## src/source/px_defines.svh

```systemverilog
// Cycle-state control constants
// State bit map, strobe group masks, tick counts, bus masks
`ifndef PX_DEFINES_SVH
`define PX_DEFINES_SVH

// Bits 0..15 are K1 K2 P0 P1 P2 P3 P4 P5 WR WW WM WX I1 I2 I3 I4
`define PX_STATES            16          // Cycle-state flip-flops
`define PX_TICK_W            8           // Width of got-cycle counts
`define PX_P0_BIT            2           // P0 is the reset state

`define PX_G1_MASK           16'h0040    // P4
`define PX_G2_MASK           16'h500b    // K1 K2 P1 I1 I3
`define PX_G3_MASK           16'ha780    // P5 WR WW WM I2 I4
`define PX_G4_MASK           16'h0024    // P0 P3
`define PX_G5_MASK           16'h0810    // P2 WX

`define PX_STROB1_G1_TICKS   8'd2        // Shortest STROB1
`define PX_STROB1_G2_TICKS   8'd3
`define PX_STROB1_G3_TICKS   8'd4
`define PX_STROB1_G4_TICKS   8'd5
`define PX_STROB1_G5_TICKS   8'd6        // Longest STROB1
`define PX_STROB2_TICKS      8'd3        // Fixed STROB2 length

`define PX_ALARM_TICKS       8'd24       // Request cycles before alarm

`define PX_BUS_MASK          16'hf78b    // K1 K2 P1 P5 WR WW WM I1..I4
`define PX_READ_MASK         16'hd18a    // K2 P1 P5 WR I1 I3 I4
`define PX_WRITE_MASK        16'h2600    // WW WM I2

`endif
```

## src/source/px_pkg.sv

```systemverilog
// Shared types of the cycle-state control
// State vector, tick count and sequencer phase
`include "px_defines.svh"

package px_pkg;

	// One bit per cycle state, bit map in the defines header
	typedef logic [`PX_STATES-1:0] cycle_state_t;

	// Count of got cycles
	typedef logic [`PX_TICK_W-1:0] tick_t;

	// Strobe sequencer phases
	typedef enum logic [1:0] {
		IDLE = 2'd0,    // Waiting for step or run
		S1   = 2'd1,    // STROB1 high
		S2   = 2'd2,    // STROB2 high
		END  = 2'd3     // End-of-cycle pulse
	} strob_phase_t;

endpackage

```

## src/source/px_strob_if.sv

```systemverilog
// Strobe and bus-wait signals between sequencer and bus control
`timescale 1ns/10ps

interface px_strob_if;

	logic strob1;       // STROB1 phase
	logic strob2;       // STROB2 phase
	logic cycle_end;    // Last cycle of machine cycle
	logic bus_done;     // Bus reply latched
	logic alarm;        // Missing reply, one-cycle pulse

	// Sequencer side
	modport seq (
		output strob1,
		output strob2,
		output cycle_end,
		input  bus_done,
		input  alarm
	);

	// Bus control side, STROB2 not needed here
	modport bus (
		input  strob1,
		input  cycle_end,
		output bus_done,
		output alarm
	);

endinterface

```

## src/source/px_top.sv

```systemverilog
// Cycle-state control top level
// State register, strobe sequencer and bus control
`timescale 1ns/10ps

module px_top (
	input  logic                  got,
	input  logic                  clo_,
	input  px_pkg::cycle_state_t  enter,       // Enter-state lines
	input  logic                  mode,        // Step mode when high
	input  logic                  step_,       // Step pulse
	input  logic                  zw,          // Bus grant
	input  logic                  rok_,        // Bus reply
	input  logic                  stop_,       // Failure clear
	output px_pkg::cycle_state_t  state_,      // Active-low states
	output logic                  strob1,
	output logic                  strob2,
	output logic                  cycle_end,
	output logic                  zg,          // Bus request
	output logic                  rd_en_,
	output logic                  wr_en_,
	output logic                  awaria_
);

	px_pkg::cycle_state_t state;     // Active-high states
	px_pkg::tick_t        s1_ticks;  // STROB1 length
	logic                 bus_cycle;
	logic                 rd_cycle;
	logic                 wr_cycle;

	px_strob_if sif ();

	px_state_reg i_state_reg (
		.got          (got),
		.clo_         (clo_),
		.enter        (enter),
		.cycle_end    (sif.cycle_end),
		.state        (state),
		.strob1_ticks (s1_ticks),
		.bus_cycle    (bus_cycle),
		.rd_cycle     (rd_cycle),
		.wr_cycle     (wr_cycle)
	);

	px_strob_seq i_strob_seq (
		.got          (got),
		.clo_         (clo_),
		.mode         (mode),
		.step_        (step_),
		.strob1_ticks (s1_ticks),
		.bus_cycle    (bus_cycle),
		.sif          (sif.seq)
	);

	px_bus_ctl i_bus_ctl (
		.got       (got),
		.clo_      (clo_),
		.bus_cycle (bus_cycle),
		.rd_cycle  (rd_cycle),
		.wr_cycle  (wr_cycle),
		.zw        (zw),
		.rok_      (rok_),
		.stop_     (stop_),
		.sif       (sif.bus),
		.zg        (zg),
		.rd_en_    (rd_en_),
		.wr_en_    (wr_en_),
		.awaria_   (awaria_)
	);

	assign state_    = ~state;    // Outputs are active low
	assign strob1    = sif.strob1;
	assign strob2    = sif.strob2;
	assign cycle_end = sif.cycle_end;

endmodule

```

## src/source/px_bus_ctl.sv

```systemverilog
// Bus request, reply latch, alarm timer and failure flag
// Read and write driver enables
`timescale 1ns/10ps
`include "px_defines.svh"

module px_bus_ctl (
	input  logic     got,
	input  logic     clo_,
	input  logic     bus_cycle,   // Active state uses the bus
	input  logic     rd_cycle,    // Bus read state
	input  logic     wr_cycle,    // Bus write state
	input  logic     zw,          // Bus granted to CPU
	input  logic     rok_,        // Bus reply, active low
	input  logic     stop_,       // Clears failure flag
	px_strob_if.bus  sif,
	output logic     zg,          // Bus request
	output logic     rd_en_,      // Read driver enable
	output logic     wr_en_,      // Write driver enable
	output logic     awaria_      // Failure flag, active low
);

	import px_pkg::*;

	localparam tick_t ALARM_LAST = `PX_ALARM_TICKS - 8'd1;

	tick_t al_cnt;     // Cycles with zg high
	logic  done_q;     // Reply latched
	logic  tout_q;     // Alarm fired in this cycle
	logic  alarm_q;    // Alarm pulse
	logic  fail_q;     // Failure latch
	logic  reply;      // Reply accepted now
	logic  fire;       // Alarm fires at this edge
	logic  zwzg;       // Request granted

	// Request from first STROB1 cycle until reply or alarm
	assign zg    = sif.strob1 & bus_cycle & ~done_q & ~tout_q;
	assign zwzg  = zg & zw;
	assign reply = zwzg & ~rok_;
	assign fire  = zg & ~reply & (al_cnt == ALARM_LAST);   // Reply wins a tie

	// Alarm timer runs whether granted or not
	always_ff @(posedge got or negedge clo_) begin
		if (!clo_) begin
			al_cnt <= '0;
		end else if (!zg) begin
			al_cnt <= '0;
		end else begin
			al_cnt <= al_cnt + 1'b1;
		end
	end

	// Reply and timeout held to end of cycle
	always_ff @(posedge got or negedge clo_) begin
		if (!clo_) begin
			done_q <= 1'b0;
			tout_q <= 1'b0;
		end else if (sif.cycle_end) begin
			done_q <= 1'b0;
			tout_q <= 1'b0;
		end else begin
			if (reply) begin
				done_q <= 1'b1;
			end
			if (fire) begin
				tout_q <= 1'b1;
			end
		end
	end

	always_ff @(posedge got or negedge clo_) begin
		if (!clo_) begin
			alarm_q <= 1'b0;
		end else begin
			alarm_q <= fire;    // One cycle wide
		end
	end

	// Failure latch, stop_ clears
	always_ff @(posedge got or negedge clo_) begin
		if (!clo_) begin
			fail_q <= 1'b0;
		end else if (!stop_) begin
			fail_q <= 1'b0;
		end else if (fire) begin
			fail_q <= 1'b1;
		end
	end

	assign sif.bus_done = done_q;
	assign sif.alarm    = alarm_q;

	// Drivers only while request is granted
	assign rd_en_  = ~(zwzg & rd_cycle);
	assign wr_en_  = ~(zwzg & wr_cycle);
	assign awaria_ = ~fail_q;

endmodule

```

## src/source/px_strob_seq.sv

```systemverilog
// Strobe sequencer phase machine
// STROB1, STROB2 and end-of-cycle pulse in run and step modes
`timescale 1ns/10ps
`include "px_defines.svh"

module px_strob_seq (
	input  logic           got,
	input  logic           clo_,
	input  logic           mode,           // High for step mode
	input  logic           step_,          // Step request, active low
	input  px_pkg::tick_t  strob1_ticks,   // Minimum STROB1 length
	input  logic           bus_cycle,      // STROB1 waits for the bus
	px_strob_if.seq        sif
);

	import px_pkg::*;

	localparam tick_t S2_TICKS = `PX_STROB2_TICKS;

	strob_phase_t phase;        // Current phase
	strob_phase_t phase_nx;     // Next phase
	tick_t        cnt;          // Cycles spent in phase
	logic         step_q;       // step_ one cycle back
	logic         step_fall;    // Falling edge of step_
	logic         step_req;     // Step seen during a cycle
	logic         alarm_seen;   // Alarm pulse kept until END
	logic         bus_ok;       // Bus wait over
	logic         go;           // Leave IDLE
	logic         s1_done;
	logic         s2_done;

	assign step_fall = step_q & ~step_;
	assign go        = !mode || step_req || step_fall;

	// Bus cycles need a reply or the alarm
	assign bus_ok  = !bus_cycle || sif.bus_done || sif.alarm || alarm_seen;
	assign s1_done = (cnt >= strob1_ticks) && bus_ok;
	assign s2_done = cnt >= S2_TICKS;

	always_comb begin
		phase_nx = phase;
		case (phase)
			IDLE: begin
				if (go) begin
					phase_nx = S1;
				end
			end
			S1: begin
				if (s1_done) begin
					phase_nx = S2;
				end
			end
			S2: begin
				if (s2_done) begin
					phase_nx = END;
				end
			end
			END: begin
				phase_nx = mode ? IDLE : S1;    // Step mode stops after each cycle
			end
			default: begin
				phase_nx = IDLE;
			end
		endcase
	end

	always_ff @(posedge got or negedge clo_) begin
		if (!clo_) begin
			phase <= IDLE;
		end else begin
			phase <= phase_nx;
		end
	end

	// Phase length counter, saturating
	always_ff @(posedge got or negedge clo_) begin
		if (!clo_) begin
			cnt <= '0;
		end else if (phase_nx != phase) begin
			cnt <= tick_t'(1);                   // First cycle of new phase
		end else if (cnt != '1) begin
			cnt <= cnt + 1'b1;
		end
	end

	// Step edge detect and pending step
	always_ff @(posedge got or negedge clo_) begin
		if (!clo_) begin
			step_q   <= 1'b1;
			step_req <= 1'b0;
		end else begin
			step_q <= step_;
			if (!mode || phase == IDLE) begin
				step_req <= 1'b0;               // Consumed on leaving IDLE
			end else if (step_fall) begin
				step_req <= 1'b1;
			end
		end
	end

	always_ff @(posedge got or negedge clo_) begin
		if (!clo_) begin
			alarm_seen <= 1'b0;
		end else if (phase == END) begin
			alarm_seen <= 1'b0;
		end else if (sif.alarm) begin
			alarm_seen <= 1'b1;
		end
	end

	// Strobes decoded from phase
	assign sif.strob1    = phase == S1;
	assign sif.strob2    = phase == S2;
	assign sif.cycle_end = phase == END;

endmodule

```

## src/source/px_state_reg.sv

```systemverilog
// Cycle-state register with STROB1 length decode
// and bus, read and write cycle flags
`timescale 1ns/10ps
`include "px_defines.svh"

module px_state_reg (
	input  logic                  got,
	input  logic                  clo_,
	input  px_pkg::cycle_state_t  enter,          // Enter-state lines
	input  logic                  cycle_end,      // Load strobe
	output px_pkg::cycle_state_t  state,          // Active states
	output px_pkg::tick_t         strob1_ticks,   // Decoded STROB1 length
	output logic                  bus_cycle,      // Some state uses the bus
	output logic                  rd_cycle,       // Bus read state active
	output logic                  wr_cycle        // Bus write state active
);

	import px_pkg::*;

	localparam int           N_GRP     = 5;
	localparam cycle_state_t RST_STATE = cycle_state_t'(1 << `PX_P0_BIT);   // P0 only

	localparam cycle_state_t G_MASK [N_GRP] = '{
		`PX_G1_MASK,
		`PX_G2_MASK,
		`PX_G3_MASK,
		`PX_G4_MASK,
		`PX_G5_MASK
	};

	localparam tick_t G_TICKS [N_GRP] = '{
		`PX_STROB1_G1_TICKS,
		`PX_STROB1_G2_TICKS,
		`PX_STROB1_G3_TICKS,
		`PX_STROB1_G4_TICKS,
		`PX_STROB1_G5_TICKS
	};

	logic [N_GRP-1:0] g_act;    // Group has an active state

	// State flip-flops, loaded at end of cycle
	always_ff @(posedge got or negedge clo_) begin
		if (!clo_) begin
			state <= RST_STATE;
		end else if (cycle_end) begin
			state <= enter;
		end
	end

	// Which strobe groups are active
	always_comb begin
		for (int g = 0; g < N_GRP; g++) begin
			g_act[g] = |(state & G_MASK[g]);
		end
	end

	// Longest STROB1 among active groups
	always_comb begin
		strob1_ticks = '0;
		for (int g = 0; g < N_GRP; g++) begin
			if (g_act[g] && (G_TICKS[g] > strob1_ticks)) begin
				strob1_ticks = G_TICKS[g];
			end
		end
		if (g_act == '0) begin
			strob1_ticks = G_TICKS[0];    // No state, group 1 length
		end
	end

	// Cycle type flags
	assign bus_cycle = |(state & `PX_BUS_MASK);
	assign rd_cycle  = |(state & `PX_READ_MASK);
	assign wr_cycle  = |(state & `PX_WRITE_MASK);

endmodule

```

## config.mk

```make
export PLATFORM = sky130hd
export DESIGN_NAME = px_top
export DESIGN_NICKNAME = d
export VERILOG_FILES = /design/src/source/px_pkg.sv /design/src/source/px_strob_if.sv /design/src/source/px_top.sv /design/src/source/px_bus_ctl.sv /design/src/source/px_strob_seq.sv /design/src/source/px_state_reg.sv
export VERILOG_INCLUDE_DIRS = /design/src /design/src/source
export SDC_FILE = /design/constraint.sdc
export NUM_CORES = 1
export LEC_CHECK = 0
export CORE_MARGIN = 2
export CORE_UTILIZATION = 45
export CTS_BUF_LIST = sky130_fd_sc_hd__clkbuf_4 sky130_fd_sc_hd__clkbuf_8
export CTS_CLUSTER_SIZE = 12
export DETAILED_ROUTE_END_ITERATION = 7
export DONT_BUFFER_PORTS = 1
export PLACE_DENSITY = 0.67
export SLEW_MARGIN = 20
export SYNTH_ARGS = -nofsm -noshare
export SYNTH_HDL_FRONTEND = slang
export SYNTH_SLANG_ARGS = --single-unit
```

## constraint.sdc

```tcl
create_clock -name got -period 3 [get_ports got]
set_input_delay 0.3 -clock got [delete_from_list [all_inputs] [get_ports got]]
set_output_delay 0.3 -clock got [all_outputs]
set_load 0.01 [all_outputs]
```

==> results of run 1 <==
[Yosys cell counts]
cell type / n
sky130_fd_sc_hd__dfstp_2: 2
sky130_fd_sc_hd__dfrtp_1: 39
sky130_fd_sc_hd__nor3b_1: 1
sky130_fd_sc_hd__or2_1: 1
sky130_fd_sc_hd__clkbuf_1: 4
sky130_fd_sc_hd__inv_2: 1
sky130_fd_sc_hd__a21o_1: 2
sky130_fd_sc_hd__a31oi_1: 3
sky130_fd_sc_hd__nand3b_1: 1
sky130_fd_sc_hd__o21a_2: 1
sky130_fd_sc_hd__or3_1: 3
sky130_fd_sc_hd__and4_1: 1
sky130_fd_sc_hd__ha_1: 5
sky130_fd_sc_hd__a211oi_1: 3
sky130_fd_sc_hd__buf_6: 1
sky130_fd_sc_hd__nor3_1: 5
sky130_fd_sc_hd__mux2i_1: 2
sky130_fd_sc_hd__or4_4: 1
sky130_fd_sc_hd__inv_1: 20
sky130_fd_sc_hd__o21ai_0: 20
sky130_fd_sc_hd__a21oi_1: 7
sky130_fd_sc_hd__nand4_1: 3
sky130_fd_sc_hd__xnor2_1: 4
sky130_fd_sc_hd__inv_4: 1
sky130_fd_sc_hd__nand2_1: 22
sky130_fd_sc_hd__xor2_1: 6
sky130_fd_sc_hd__o21a_1: 3
sky130_fd_sc_hd__nor4_4: 1
sky130_fd_sc_hd__nor2b_1: 2
sky130_fd_sc_hd__o211ai_1: 3
sky130_fd_sc_hd__and3_1: 4
sky130_fd_sc_hd__nand2b_1: 3
sky130_fd_sc_hd__or4_1: 1
sky130_fd_sc_hd__and2_4: 1
sky130_fd_sc_hd__and4b_1: 2
sky130_fd_sc_hd__nand3_1: 9
sky130_fd_sc_hd__o2111ai_1: 1
sky130_fd_sc_hd__a31o_2: 1
sky130_fd_sc_hd__nor2_1: 17
[cells in the final DEF (no fill, tap or decap), types with 3 or more instances in the layout]
cell	synthesis	final
sky130_fd_sc_hd__nor3_1	5	5
sky130_fd_sc_hd__a21oi_1	7	7
sky130_fd_sc_hd__inv_1	20	20
sky130_fd_sc_hd__a211oi_1	3	3
sky130_fd_sc_hd__xor2_1	6	6
sky130_fd_sc_hd__o21a_1	3	3
sky130_fd_sc_hd__o211ai_1	3	3
sky130_fd_sc_hd__a31oi_1	3	3
sky130_fd_sc_hd__nand2b_1	3	3
sky130_fd_sc_hd__xnor2_1	4	4
sky130_fd_sc_hd__ha_1	5	5
sky130_fd_sc_hd__nor2_1	17	17
sky130_fd_sc_hd__o21ai_0	20	20
sky130_fd_sc_hd__dfrtp_1	39	39
sky130_fd_sc_hd__nand4_1	3	3
sky130_fd_sc_hd__nand3_1	9	9
sky130_fd_sc_hd__clkbuf_8	0	6
sky130_fd_sc_hd__nand2_1	22	22
sky130_fd_sc_hd__and3_1	4	4
sky130_fd_sc_hd__or3_1	3	3
[routing by layer]
| metal | wire, um | share of wire [%] |
|---|---|---|
| met1 | 1790 | 49 |
| met2 | 1510 | 42 |
| met3 | 276 | 7.6 |
| met4 | 45 | 1.2 |
| met5 | 0 | 0 |
[sequential cells by signal (all words and copies together) (netlist names)]
register / flops
i_strob_seq.alarm_seen: 1
i_bus_ctl.sif.bus_done: 1
i_bus_ctl.fail_q: 1
i_strob_seq.phase: 2
i_strob_seq.step_q: 1
i_bus_ctl.al_cnt: 8
i_strob_seq.cnt: 8
i_bus_ctl.sif.alarm: 1
i_bus_ctl.tout_q: 1
i_strob_seq.step_req: 1
i_state_reg.state: 16
[power groups by stage]
stage | combinational (mW) | clock [mW] | sequential (mW)
final | 0.704 | 0.372 | 0.844
after global routing | 0.811 | 0.412 | 0.867
after CTS | 0.715 | 0.387 | 0.843
after detailed placement | 0.696 | 0 | 0.854
after global placement | 0.690 | 0 | 0.847
after floorplan | 0.599 | 0 | 0.822
[cell families (layout without fill, tap and decap cells)]
logic type      after synthesis  count (layout)  share of synthesized area, %
simple gates                 78              78                          20.6
compound gates               44              44                          13.3
flops                        41              41                          51.9
buf+inv                      27              33                          5.62
xor+xnor                     10              10                          4.42
fa+ha+maj                     5               5                          3.16
mux                           2               2                          1.01
[cell type report]
| cell class | instances | area share [%] |
|---|---|---|
| clock buffer | 6 | 3.83 |
| tap | 52 | 3.02 |
| clock inverter | 2 | 0.638 |
| sequential | 41 | 47.7 |
| timing repair buffer | 3 | 1.86 |
| inverter | 22 | 3.94 |
| multi-input combinational | 139 | 39.0 |
[repair_timing]
item                       CTS  global route
hold endpoints to repair    42             0
setup endpoints to repair    0             0
hold buffers                 3             0
buffers inserted             0             0
[worst max path at each step]
stage | endpoint | depth (start not counted) | slack (ps) | startpoint
after detailed placement | i_strob_seq.phase[1]$_DFF_PN0_ | 9 | 380 | i_state_reg.state[15]$_DFFE_PN0P_
after CTS | i_strob_seq.cnt[6]$_DFFE_PN0P_ | 9 | 350 | i_state_reg.state[15]$_DFFE_PN0P_
after global placement | i_strob_seq.phase[1]$_DFF_PN0_ | 9 | 410 | i_state_reg.state[15]$_DFFE_PN0P_
after floorplan | i_strob_seq.phase[1]$_DFF_PN0_ | 9 | 510 | i_state_reg.state[15]$_DFFE_PN0P_
final | i_strob_seq.cnt[6]$_DFFE_PN0P_ | 9 | 360 | i_state_reg.state[15]$_DFFE_PN0P_
after global routing | i_strob_seq.cnt[6]$_DFFE_PN0P_ | 9 | 150 | i_state_reg.state[15]$_DFFE_PN0P_
[critical path, delay by kind of cell, from the launching register on]
family / cells / cell delay, ps
compound gates: 5 / 1020
simple gates: 3 / 870
flops: 1 / 380
fa+ha+maj: 1 / 270
==> run summary, run 1 <==
The cell type with the highest occurrence count on the critical path was sky130_fd_sc_hd__a211oi_1. The flow ran to the end, and the final reports show no timing, DRC or antenna violations. After floorplanning, the core was divided into 24 placement rows.

Traced cell by cell, the critical path runs through or3_1 -> nor2_1 -> o21ai_0 -> a211oi_1 -> ha_1 -> nor3b_1 -> o211ai_1 -> a21o_1 -> a211oi_1. For this design, the slowest cell found on the critical path is sky130_fd_sc_hd__or3_1. After synthesis, the largest area contributor takes up 49.2% of total cell area.

At the pin with the least slew margin, the transition time is 579 ps. The final global-route overflow total came out at 0. The via count of the first global-routing pass was 1378. For the number of setup violations in the final report, the log shows 0. TritonCTS built the clock tree. The number of inserted filler cells in the final layout is 417, and the global-route total usage across every layer is 16.1%. The number of instances on the worst hold path is 1, and the signed area change from the synthesized netlist to the final layout is 8.84%. The tools report the endpoint class of the critical path as a register. The number of clock buffers inserted by TritonCTS was 5; the number of port buffers was 0. In this run the power density over the cells is 890 nW/um^2.

The I/O pin count is 46, and the synthesized instance count is 207. In the global route stage, met3 resource usage came out at 5.19%. After global routing, the most crowded layer is met2.

IR analysis of the VDD net gives a maximum drop of 0.527 mV. The tools report the detailed router's first-iteration violation count as 97. The run gives 0 as the synthesis warning total.

The run gives 381 ps as the placement-stage worst setup slack. The overall die height was 70.4 um. The classification of the worst setup path was register to register.

For this run, global-route usage on met1 was measured as 22.0%. Final hold analysis gives a worst-case slack of 123 ps. Summed over all nets, the half-perimeter wirelength after detailed placement is 2560 um. The number of nets produced by synthesis is 235, and the worst clock skew is 3.09 ps. In the final layout, the multi-input gates occupy 842 um^2.

The path with the worst hold slack has its endpoint at i_bus_ctl.fail_q$_DFFE_PN0P_. The per-cell via count in the routed design was 5.32; the sum of internal, switching and leakage power was 1.92 mW. The delay of the slowest cell on the worst path is 450 ps. The run gives 0 as the number of instances resized during post-cts repair. The biggest area contributor in the post-synthesis netlist is sky130_fd_sc_hd__dfrtp_1. The switching power summed over all nets is 0.769 mW.

For the cell area after placement, the log shows 2020 um^2. After clock tree synthesis, the clock-pin slew on the worst setup and hold paths is 80 ps. Combinational logic burns 36.7% of the power. Registers are responsible for 43.9% of the overall power. Once layout is complete, the cells apart from fillers number 265. Startpoint of the tightest hold check path: stop_. The number of antenna diodes was 0; the number of optimization iterations in the first detailed-route pass was 4. The ratio of final minimum period to clock period was 87.9%. The cell sitting at the root of the clock tree is a sky130_fd_sc_hd__clkbuf_8.

By area the synthesized netlist is led by sky130_fd_sc_hd__dfrtp_1 49%, sky130_fd_sc_hd__o21ai_0 5.1%, sky130_fd_sc_hd__nand2_1 4.2%. In the routed design, unresolved DRC markers number 0. After synthesis the netlist holds a flip-flop and latch count of 41. The H-tree was split into 2 levels. In this run the critical register-to-register path is launched from i_state_reg.state[15]$_DFFE_PN0P_.

For this run, the top clock speed supported by timing is 379 MHz. Remaining number of nets flagged by the antenna check after routing: 0. Along the worst path, the maximum fanout reaches 8. For met2 alone, demand over resource in global routing was 23.5%. Once layout is done, the placed cells without fillers occupy 2160 um^2.

STA classifies the critical path startpoint as a register. Setup slack on the worst reg-to-reg path comes out at 360 ps. Setup total negative slack on the finished layout was measured at 0 ps. The run gives 0 as the number of slew-limit violations in the final report. The area of the mapped netlist was 1980 um^2. The min-delay analysis places its worst path in the category primary input to register. The share of cells above drive strength 1 works out to 8.45%.

The clock network burns 19.4% of the power. After the last flow step, the layout net total stands at 240. For the unique cell type count in the Yosys netlist, the log shows 39. Measured against its own limit, the worst slew margin works out to 61.3%. The tools report the part of the Yosys area used for sequential elements as 51.9%.

The internal power summed over all cells is 1.15 mW. Of the total power, the share spent switching nets is 40.0%. Wire length of the first global-routing pass: 6190 um. The logs give 42 for the largest net degree at the start of global routing and 2 for the maximum number of buffers from clock root to sink. The logs give 0 for the total count of hold-check failures in the final report and 4950 um^2 for the area of the die. Setup repair after global routing left no endpoint under its margin.

The run gives 3620 um as the post-detailed-routing wire length. The average footprint of a synthesized cell works out to 9.57 um^2. The number of cells on the worst reg-to-reg path was 9.

After detailed placement, the design holds a cell count of 254. Clock sink count: 41. For the placeable core region, the log shows 4290 um^2. The number of antenna violations at the first check in global routing was 0; the worst path arrival time was 2830 ps. The tool flagged a number of max-cap violations equal to 0.

The initial utilization of the core area, before any placement, comes to 46.2%. The number of vias in the routed layout came out at 1409. The global placement routability congestion was 0.773. The worst path meets setup with 362 ps of slack. The final core utilization came out at 50.2%. The average detailed-routed wire length per instance is 13.7 um. Die width: 70.4 um.

The analysis attributes to cell leakage a power of 0.982 nW. The shortest period the worst path allows works out to 2640 ps. Data on the critical path is required at its endpoint by 3190 ps. The endpoint identified for the worst register-to-register timing path is i_strob_seq.cnt[6]$_DFFE_PN0P_. For the worst-skew pair, the clock arrives at the later sink with an insertion delay of 290 ps. For the footprint of the flip-flops and latches, the log shows 1030 um^2.
(Power assumes the default switching activity.)
==> run 2: changes to the inputs <==
--- a/config.mk
+++ b/config.mk
@@ -6,13 +6,13 @@
 export SDC_FILE = /design/constraint.sdc
 export NUM_CORES = 1
 export LEC_CHECK = 0
-export CORE_MARGIN = 2
 export CORE_UTILIZATION = 45
 export CTS_BUF_LIST = sky130_fd_sc_hd__clkbuf_4 sky130_fd_sc_hd__clkbuf_8
 export CTS_CLUSTER_SIZE = 12
 export DETAILED_ROUTE_END_ITERATION = 7
 export DONT_BUFFER_PORTS = 1
-export PLACE_DENSITY = 0.67
+export GPL_TIMING_DRIVEN = 0
+export PLACE_DENSITY = 0.72
 export SLEW_MARGIN = 20
 export SYNTH_ARGS = -nofsm -noshare
 export SYNTH_HDL_FRONTEND = slang
==> run 2 against run 1 <==
Against the previous run: non-clock buffer count is 5 higher; global-route usage is 1.8 points higher; routed wire length hardly changed; clock-buffer cell count is 1 higher.
==> run summary, run 2 (synthesis gave the netlist of run 1 again) <==
The shortest period the worst path allows works out to 2740 ps. Headroom to the max-slew limit came out at 69.8%. After clock tree synthesis, the clock-pin slew on the worst setup and hold paths is 70 ps. The floorplan step set the die width to 68.4 um. The tools report the cell area after placement as 2040 um^2. The number of optimization iterations in the first detailed-route pass is 4. For this run, design rule violations remaining after detail routing come to 0. The die covers 4670 um^2. The logs give 5.04 ps for the worst clock skew and 0 for the number of antenna violations at the first check in global routing. The number of port buffers was 0. Across all layers, the routed design uses 1477 vias. In this run, post-CTS hold repair placed 3 buffers. The most common cell after layout, fill and taps aside is sky130_fd_sc_hd__dfrtp_1. The worst path buffer plus inverter count is 0, and the average detailed-routed wire length per instance is 13.5 um. The tools report the number of inserted filler cells in the final layout as 367. The tools report the number of clock buffers inserted by TritonCTS as 5. The critical path is of the register to register type.

At the pin with the least slew margin, the transition time is 453 ps. Total power for the finished layout comes to 2.04 mW. After routing the design area is 2200 um^2. The register with the most flip-flops was i_state_reg.state. The wire length of the first global-routing pass is 6080 um. From synthesis to final layout, the design area changed by 11.2%. The global placement routability congestion was 0.803; the final global-route overflow total was 0. After floorplanning, the core was divided into 23 placement rows. At the worst endpoint, the required time is 3180 ps.

The net count of the finished layout is 245. CTS saw 41 sinks. For the reported max-cap violation count, the log shows 0.

The slowest stage of the critical path is the sky130_fd_sc_hd__or3_1 cell. The logs give 64 for the detailed router's first-iteration violation count and 0 for the post-CTS setup repair buffer count. Entering global routing, the biggest net connects 42 pins. The worst-case setup margin in the final layout was 262 ps. The min-delay analysis places its worst path in the category primary input to register. The worst supply voltage drop on vdd came out at 0.537 mV. In this run the standard cell core region covers 4120 um^2. In this run the deepest clock path goes through 2 buffers. STA classifies the critical path endpoint as a register. Measured along the y axis, the die boundary spans 68.4 um. The element type at the critical path start was a register. The tree is rooted in a sky130_fd_sc_hd__clkbuf_8.

The logs give 0 for the number of instances resized during post-cts repair and 0 for the number of slew-limit violations in the final report. The delay of the slowest cell on the worst path is 460 ps, and the placement-stage worst setup slack is 304 ps. In this run the worst path has a maximum fanout of 3. Setup repair after global routing left no endpoint under its margin. Leaving out fill and tap cells, the most frequent cells in the layout are 39 x sky130_fd_sc_hd__dfrtp_1, 22 x sky130_fd_sc_hd__nand2_1, 20 x sky130_fd_sc_hd__o21ai_0, 20 x sky130_fd_sc_hd__inv_1, 17 x sky130_fd_sc_hd__nor2_1.

Setup total negative slack on the finished layout was measured at 0 ps. The ratio of final minimum period to clock period is 91.3%, and the estimated wirelength of the detail-placed design is 2650 um. In the final layout, the share of cells above drive strength 1 is 8.72%. The logs give 1.00 nW for the leakage power and 48.2% for the starting utilization of the core area.

The clock reaches the later pin of the worst-skew pair after 280 ps. Power per cell area: 925 nW/um^2. The largest registers in the layout are i_state_reg.state: 16 flops, i_bus_ctl.al_cnt: 8 flops, i_strob_seq.cnt: 8 flops.

TritonCTS built the clock tree. Setup violations remaining at the end of the flow were counted as 0. The tools report the worst path arrival time as 2920 ps. For the number of antenna diodes, the log shows 0.

The tools report the I/O pin count as 46. The signal on the critical path passes through or3_1 -> nor2_1 -> o21ai_0 -> a211oi_1 -> ha_1 -> nor3b_1 -> nor2_1 -> or3_1 -> a31o_2. The logs give 365 MHz for the achievable clock frequency and 0 for the remaining number of nets flagged by the antenna check after routing. The global-route total usage across every layer came out at 17.9%. The flow ran to the end, and the final reports show no timing, DRC or antenna violations. On the critical path the largest part of the delay comes from simple AND/OR/NAND/NOR gates. The via count of the first global-routing pass is 1409, and the per-cell via count in the routed design is 5.51. The register with the most flip-flops in the layout has 16 of them. The number of H-tree levels was 2; the post-detailed-routing wire length was 3620 um. The tools report the total count of hold-check failures in the final report as 0.
==> run 2: cell types whose count changed in the layout (fill, tap and decap cells not counted), sizes merged <==
cell,before,now
clkbuf,6,11
clkinv,2,0
bufinv,0,1
buf,1,2
==> run 2: through the flow <==
step	hold WS (ps)	instances	util [%]
finish	123	268	53.6
global route	117	268	53.6
CTS	114	268	53.6
detailed placement	6.01	257	49.7
global placement	5.97	257	49.7
floorplan	4.41	207	-
==> run 2: area by class of cell <==
class,count,area (um^2),area share (%)
Sequential cell,41,1030,46.7
Timing Repair Buffer,3,40.0,1.82
Multi-Input combinational cell,139,842,38.2
Inverter,22,85.1,3.86
Tap cell,50,62.6,2.84
Clock inverter,1,30.0,1.36
Buffer,5,26.3,1.19
Clock buffer,7,90.1,4.09
==> run 2: worst paths after layout <==
check                                                  startpoint                                to  slack [ps]  cells after the start
min in group asynchronous                                    clo_      i_bus_ctl.fail_q$_DFFE_PN0P_         470                      2
max in group asynchronous                                    clo_  i_state_reg.state[2]$_DFFE_PN1P_        2270                      2
worst min register to register      i_bus_ctl.al_cnt[0]$_DFF_PN0_     i_bus_ctl.al_cnt[0]$_DFF_PN0_         450                      1
worst min-delay path                                     enter[2]  i_state_reg.state[2]$_DFFE_PN1P_         120                      2
worst max-delay path            i_state_reg.state[15]$_DFFE_PN0P_    i_strob_seq.phase[1]$_DFF_PN0_         260                      9
worst max register to register  i_state_reg.state[15]$_DFFE_PN0P_    i_strob_seq.phase[1]$_DFF_PN0_         260                      9
==> run 2: where the power goes <==
part	switching, mW	internal (mW)
Clock	0.175	0.280
Sequential	0.128	0.721
Combinational	0.470	0.264
==> run 2: routing by layer <==
metal / wire length [um] / global-route usage, % / vias to the layer above
li1: - / - / 729
met1: 1720 / 23.3 / 689
met2: 1610 / 28.2 / 52
met3: 234 / 4.67 / 7
met4: 57 / 7.03 / 0
met5: 0 / 0 / -
==> run 3: changes to the inputs <==
--- a/config.mk
+++ b/config.mk
@@ -6,13 +6,13 @@
 export SDC_FILE = /design/constraint.sdc
 export NUM_CORES = 1
 export LEC_CHECK = 0
-export CORE_UTILIZATION = 45
+export CORE_UTILIZATION = 46
 export CTS_BUF_LIST = sky130_fd_sc_hd__clkbuf_4 sky130_fd_sc_hd__clkbuf_8
 export CTS_CLUSTER_SIZE = 12
 export DETAILED_ROUTE_END_ITERATION = 7
 export DONT_BUFFER_PORTS = 1
 export GPL_TIMING_DRIVEN = 0
-export PLACE_DENSITY = 0.72
+export PLACE_DENSITY = 0.73
 export SLEW_MARGIN = 20
 export SYNTH_ARGS = -nofsm -noshare
 export SYNTH_HDL_FRONTEND = slang
==> run 3 against run 2 <==
Against the previous run: final cell count unchanged; via count down 1.8%; clock skew increased by 4.4 ps; routed wire length decreased by 1.9%; global-route usage is 0.66 points higher; maximum frequency increased by 1.4%; die area shrank 2.1%; clock power is 2% lower; sequential share of layout area is 0.11 points higher; clock-buffer cell count is 1 lower; first-iteration DRC count is 3.1% higher; critical path type unchanged; largest cell class unchanged; largest power group unchanged; highest routed layer unchanged.
==> run summary, run 3 (synthesis gave the netlist of run 1 again) <==
The flow ran to the end, and the final reports show no timing, DRC or antenna violations. The via count of the first global-routing pass was 1414; the estimated wirelength of the detail-placed design was 2620 um. The run gives 0 as the number of antenna violations at the first check in global routing.

The number of cells on the worst reg-to-reg path works out to 9. Before CTS, the worst setup slack after placement is 308 ps. Excluding fillers, the count of instances in the completed layout stands at 268. At the worst endpoint, the required time is 3180 ps. Setup violations remaining at the end of the flow were counted as 0. Number of flip-flops under the largest register name: 16. Measured against its own limit, the worst slew margin works out to 69.7%.

The highest signal layer in the routed design was met4. The library cells used most frequently in the layout, excluding fill and tap cells, are 39 x sky130_fd_sc_hd__dfrtp_1, 22 x sky130_fd_sc_hd__nand2_1, 20 x sky130_fd_sc_hd__o21ai_0, 20 x sky130_fd_sc_hd__inv_1, 17 x sky130_fd_sc_hd__nor2_1. Clock-pin slew was measured on the worst setup and hold paths at 80 ps.

The die covers 4580 um^2. Global routing finished with a remaining overflow of 0. Shortest period the worst path allows: 2700 ps.

At the pin with the least slew margin, the transition time is 455 ps. The area growth from synthesis to layout is 11.0%. The number of slew-limit violations in the final report was 0; the total count of hold-check failures in the final report was 0. Entering global routing, the biggest net connects 42 pins. The worst setup path is of the register to register kind.

The DRC violation count after routing was 0; the share of cells above drive strength 1 was 8.72%. The tools report the endpoint class of the critical path as a register. The insertion delay to the later sink of the worst-skew pair came out at 290 ps. For this run, the share of the core covered by cells in the final layout is 54.2%. Starting utilization of the core area: 48.8%. The routed design has 3550 um of wire.

Setup repair after global routing left no endpoint under its margin. CTS placed an instance of sky130_fd_sc_hd__clkbuf_8 at the clock tree root. The worst-case setup margin in the final layout was 299 ps. I/O pin count: 46. The worst min-delay path class is primary input to register.

In the final layout, the registers with the most flip-flops are i_state_reg.state: 16 flops, i_bus_ctl.al_cnt: 8 flops, i_strob_seq.cnt: 8 flops. The startpoint identified for the worst hold timing path is enter[2]. Of all nets on the critical path, the largest fanout is 3.

Reg-to-reg endpoint: i_strob_seq.phase[1]$_DFF_PN0_. After routing, the total negative slack on setup checks comes to 0 ps. After detailed routing, the met3 layer carries 270 um of wire. 0 antenna diodes ended up in the layout. The wire length of the first global-routing pass came out at 6150 um. The die width was 67.6 um; the number of optimization iterations in the first detailed-route pass was 4.

Global routing consumed, over all layers together, 18.5% of the routing resources. The maximum number of buffers from clock root to sink is 2. Counting flops per register, the top entry is i_state_reg.state. The run gives 352 as the number of inserted filler cells in the final layout. In this run the number of H-tree levels came out at 2. The power per cell area was 921 nW/um^2; the ratio of final minimum period to clock period was 90.0%. Final hold analysis gives a worst-case slack of 105 ps.

The number of vias in the routed layout was 1450; the worst path arrival time was 2880 ps. The congestion estimate from routability-driven global placement came to 0.791. The most common cell after layout, fill and taps aside is sky130_fd_sc_hd__dfrtp_1. After the last flow step, the layout net total stands at 245.

For the placeable core region, the log shows 4060 um^2. Clock tree synthesis inserted a total of 5 buffers. For this design the static power due to leakage is 1.00 nW. Counting every sink on the clock net gives 41. Met1 layer wirelength in the final routing: 1680 um.

Per-cell via count in the routed design: 5.41. The overall die height came out at 67.6 um. Achievable clock frequency: 370 MHz.

The worst register-to-register path begins at i_state_reg.state[15]$_DFFE_PN0P_. The count of buffers added on input and output ports is 0. Placement row count: 23.

The register-to-register setup slack came out at 300 ps. TritonCTS built the clock tree. The tool flagged a number of max-cap violations equal to 0. The element type at the critical path start was a register. Once detail routing completed, the nets flagged for antenna violations numbered 0. The number of placed instances, taps included, is 257.

The run gives 66 as the detailed router's first-iteration violation count. Counting instances, the worst hold path has a depth of 2. The worst-case IR drop observed on VDD is 0.465 mV. The met2 wire length was 1560 um. Across the routed clock network, the largest skew measured is 9.46 ps. The average detailed-routed wire length per instance works out to 13.3 um.

For hold timing, the worst endpoint is i_state_reg.state[2]$_DFFE_PN1P_.
==> run 3: cell types whose count changed in the layout (fill, tap and decap cells not counted) <==
| cell | change |
|---|---|
| sky130_fd_sc_hd__clkbuf_8 | -1 |
| sky130_fd_sc_hd__clkinv_4 | +1 |
==> run 3: critical path: stages, from the launching register on <==
cell	delay [ps]
sky130_fd_sc_hd__dfrtp_1	380
sky130_fd_sc_hd__or3_1	450
sky130_fd_sc_hd__nor2_1	160
sky130_fd_sc_hd__o21ai_0	100
sky130_fd_sc_hd__a211oi_1	270
sky130_fd_sc_hd__ha_1	280
sky130_fd_sc_hd__nor3b_1	260
sky130_fd_sc_hd__nor2_1	80
sky130_fd_sc_hd__or3_1	370
sky130_fd_sc_hd__a31o_2	240
==> run 3: worst max-delay path by stage <==
stage | start | endpoint | slack [ps] | cells after the start
5_1_grt | i_state_reg.state[15]$_DFFE_PN0P_ | i_strob_seq.cnt[6]$_DFFE_PN0P_ | 40 | 9
2_1_floorplan | i_state_reg.state[15]$_DFFE_PN0P_ | i_strob_seq.phase[1]$_DFF_PN0_ | 510 | 9
6_report | i_state_reg.state[15]$_DFFE_PN0P_ | i_strob_seq.phase[1]$_DFF_PN0_ | 300 | 9
3_5_place_dp | i_state_reg.state[15]$_DFFE_PN0P_ | i_strob_seq.phase[1]$_DFF_PN0_ | 310 | 9
4_1_cts | i_state_reg.state[15]$_DFFE_PN0P_ | i_strob_seq.phase[1]$_DFF_PN0_ | 270 | 9
3_3_place_gp | i_state_reg.state[15]$_DFFE_PN0P_ | i_strob_seq.phase[1]$_DFF_PN0_ | 340 | 9
==> run 3: power breakdown <==
part           switching (mW)  internal (mW)  leakage [nW]  total, mW
clock                   0.187          0.259        0.0588      0.446
combinational           0.472          0.265         0.417      0.736
sequential              0.123          0.721         0.525      0.844
==> run 3: layout make-up <==
| type | instances | area [um^2] | area share, % |
|---|---|---|---|
| Sequential cell | 41 | 1030 | 46.8 |
| Multi-Input combinational cell | 139 | 842 | 38.3 |
| Inverter | 22 | 85.1 | 3.87 |
| Clock buffer | 6 | 76.3 | 3.47 |
| Tap cell | 50 | 62.6 | 2.84 |
| Timing Repair Buffer | 3 | 40.0 | 1.82 |
| Clock inverter | 2 | 38.8 | 1.76 |
| Buffer | 5 | 26.3 | 1.19 |
==> run 3: routing by layer <==
layer  global-route usage, %  vias to the layer above
li1                        -                      729
met1                    23.1                      666
met2                    28.7                       50
met3                    7.43                        5
met4                    6.91                        0
met5                       0                        -
==> run 3: per-stage QoR <==
step	total power, mW	instance area [um^2]
2_1_floorplan	1.42	1980
3_3_place_gp	1.56	2040
3_5_place_dp	1.58	2040
4_1_cts	2.05	2200
5_1_grt	2.19	2200
6_report	2.03	2200
==> run 3: timing repair <==
item / 4_1_cts / 5_1_grt
buffers inserted: 0 / 0
endpoints found under the hold margin: 42 / 0
gates resized for setup: 0 / 0
hold buffers: 3 / 0
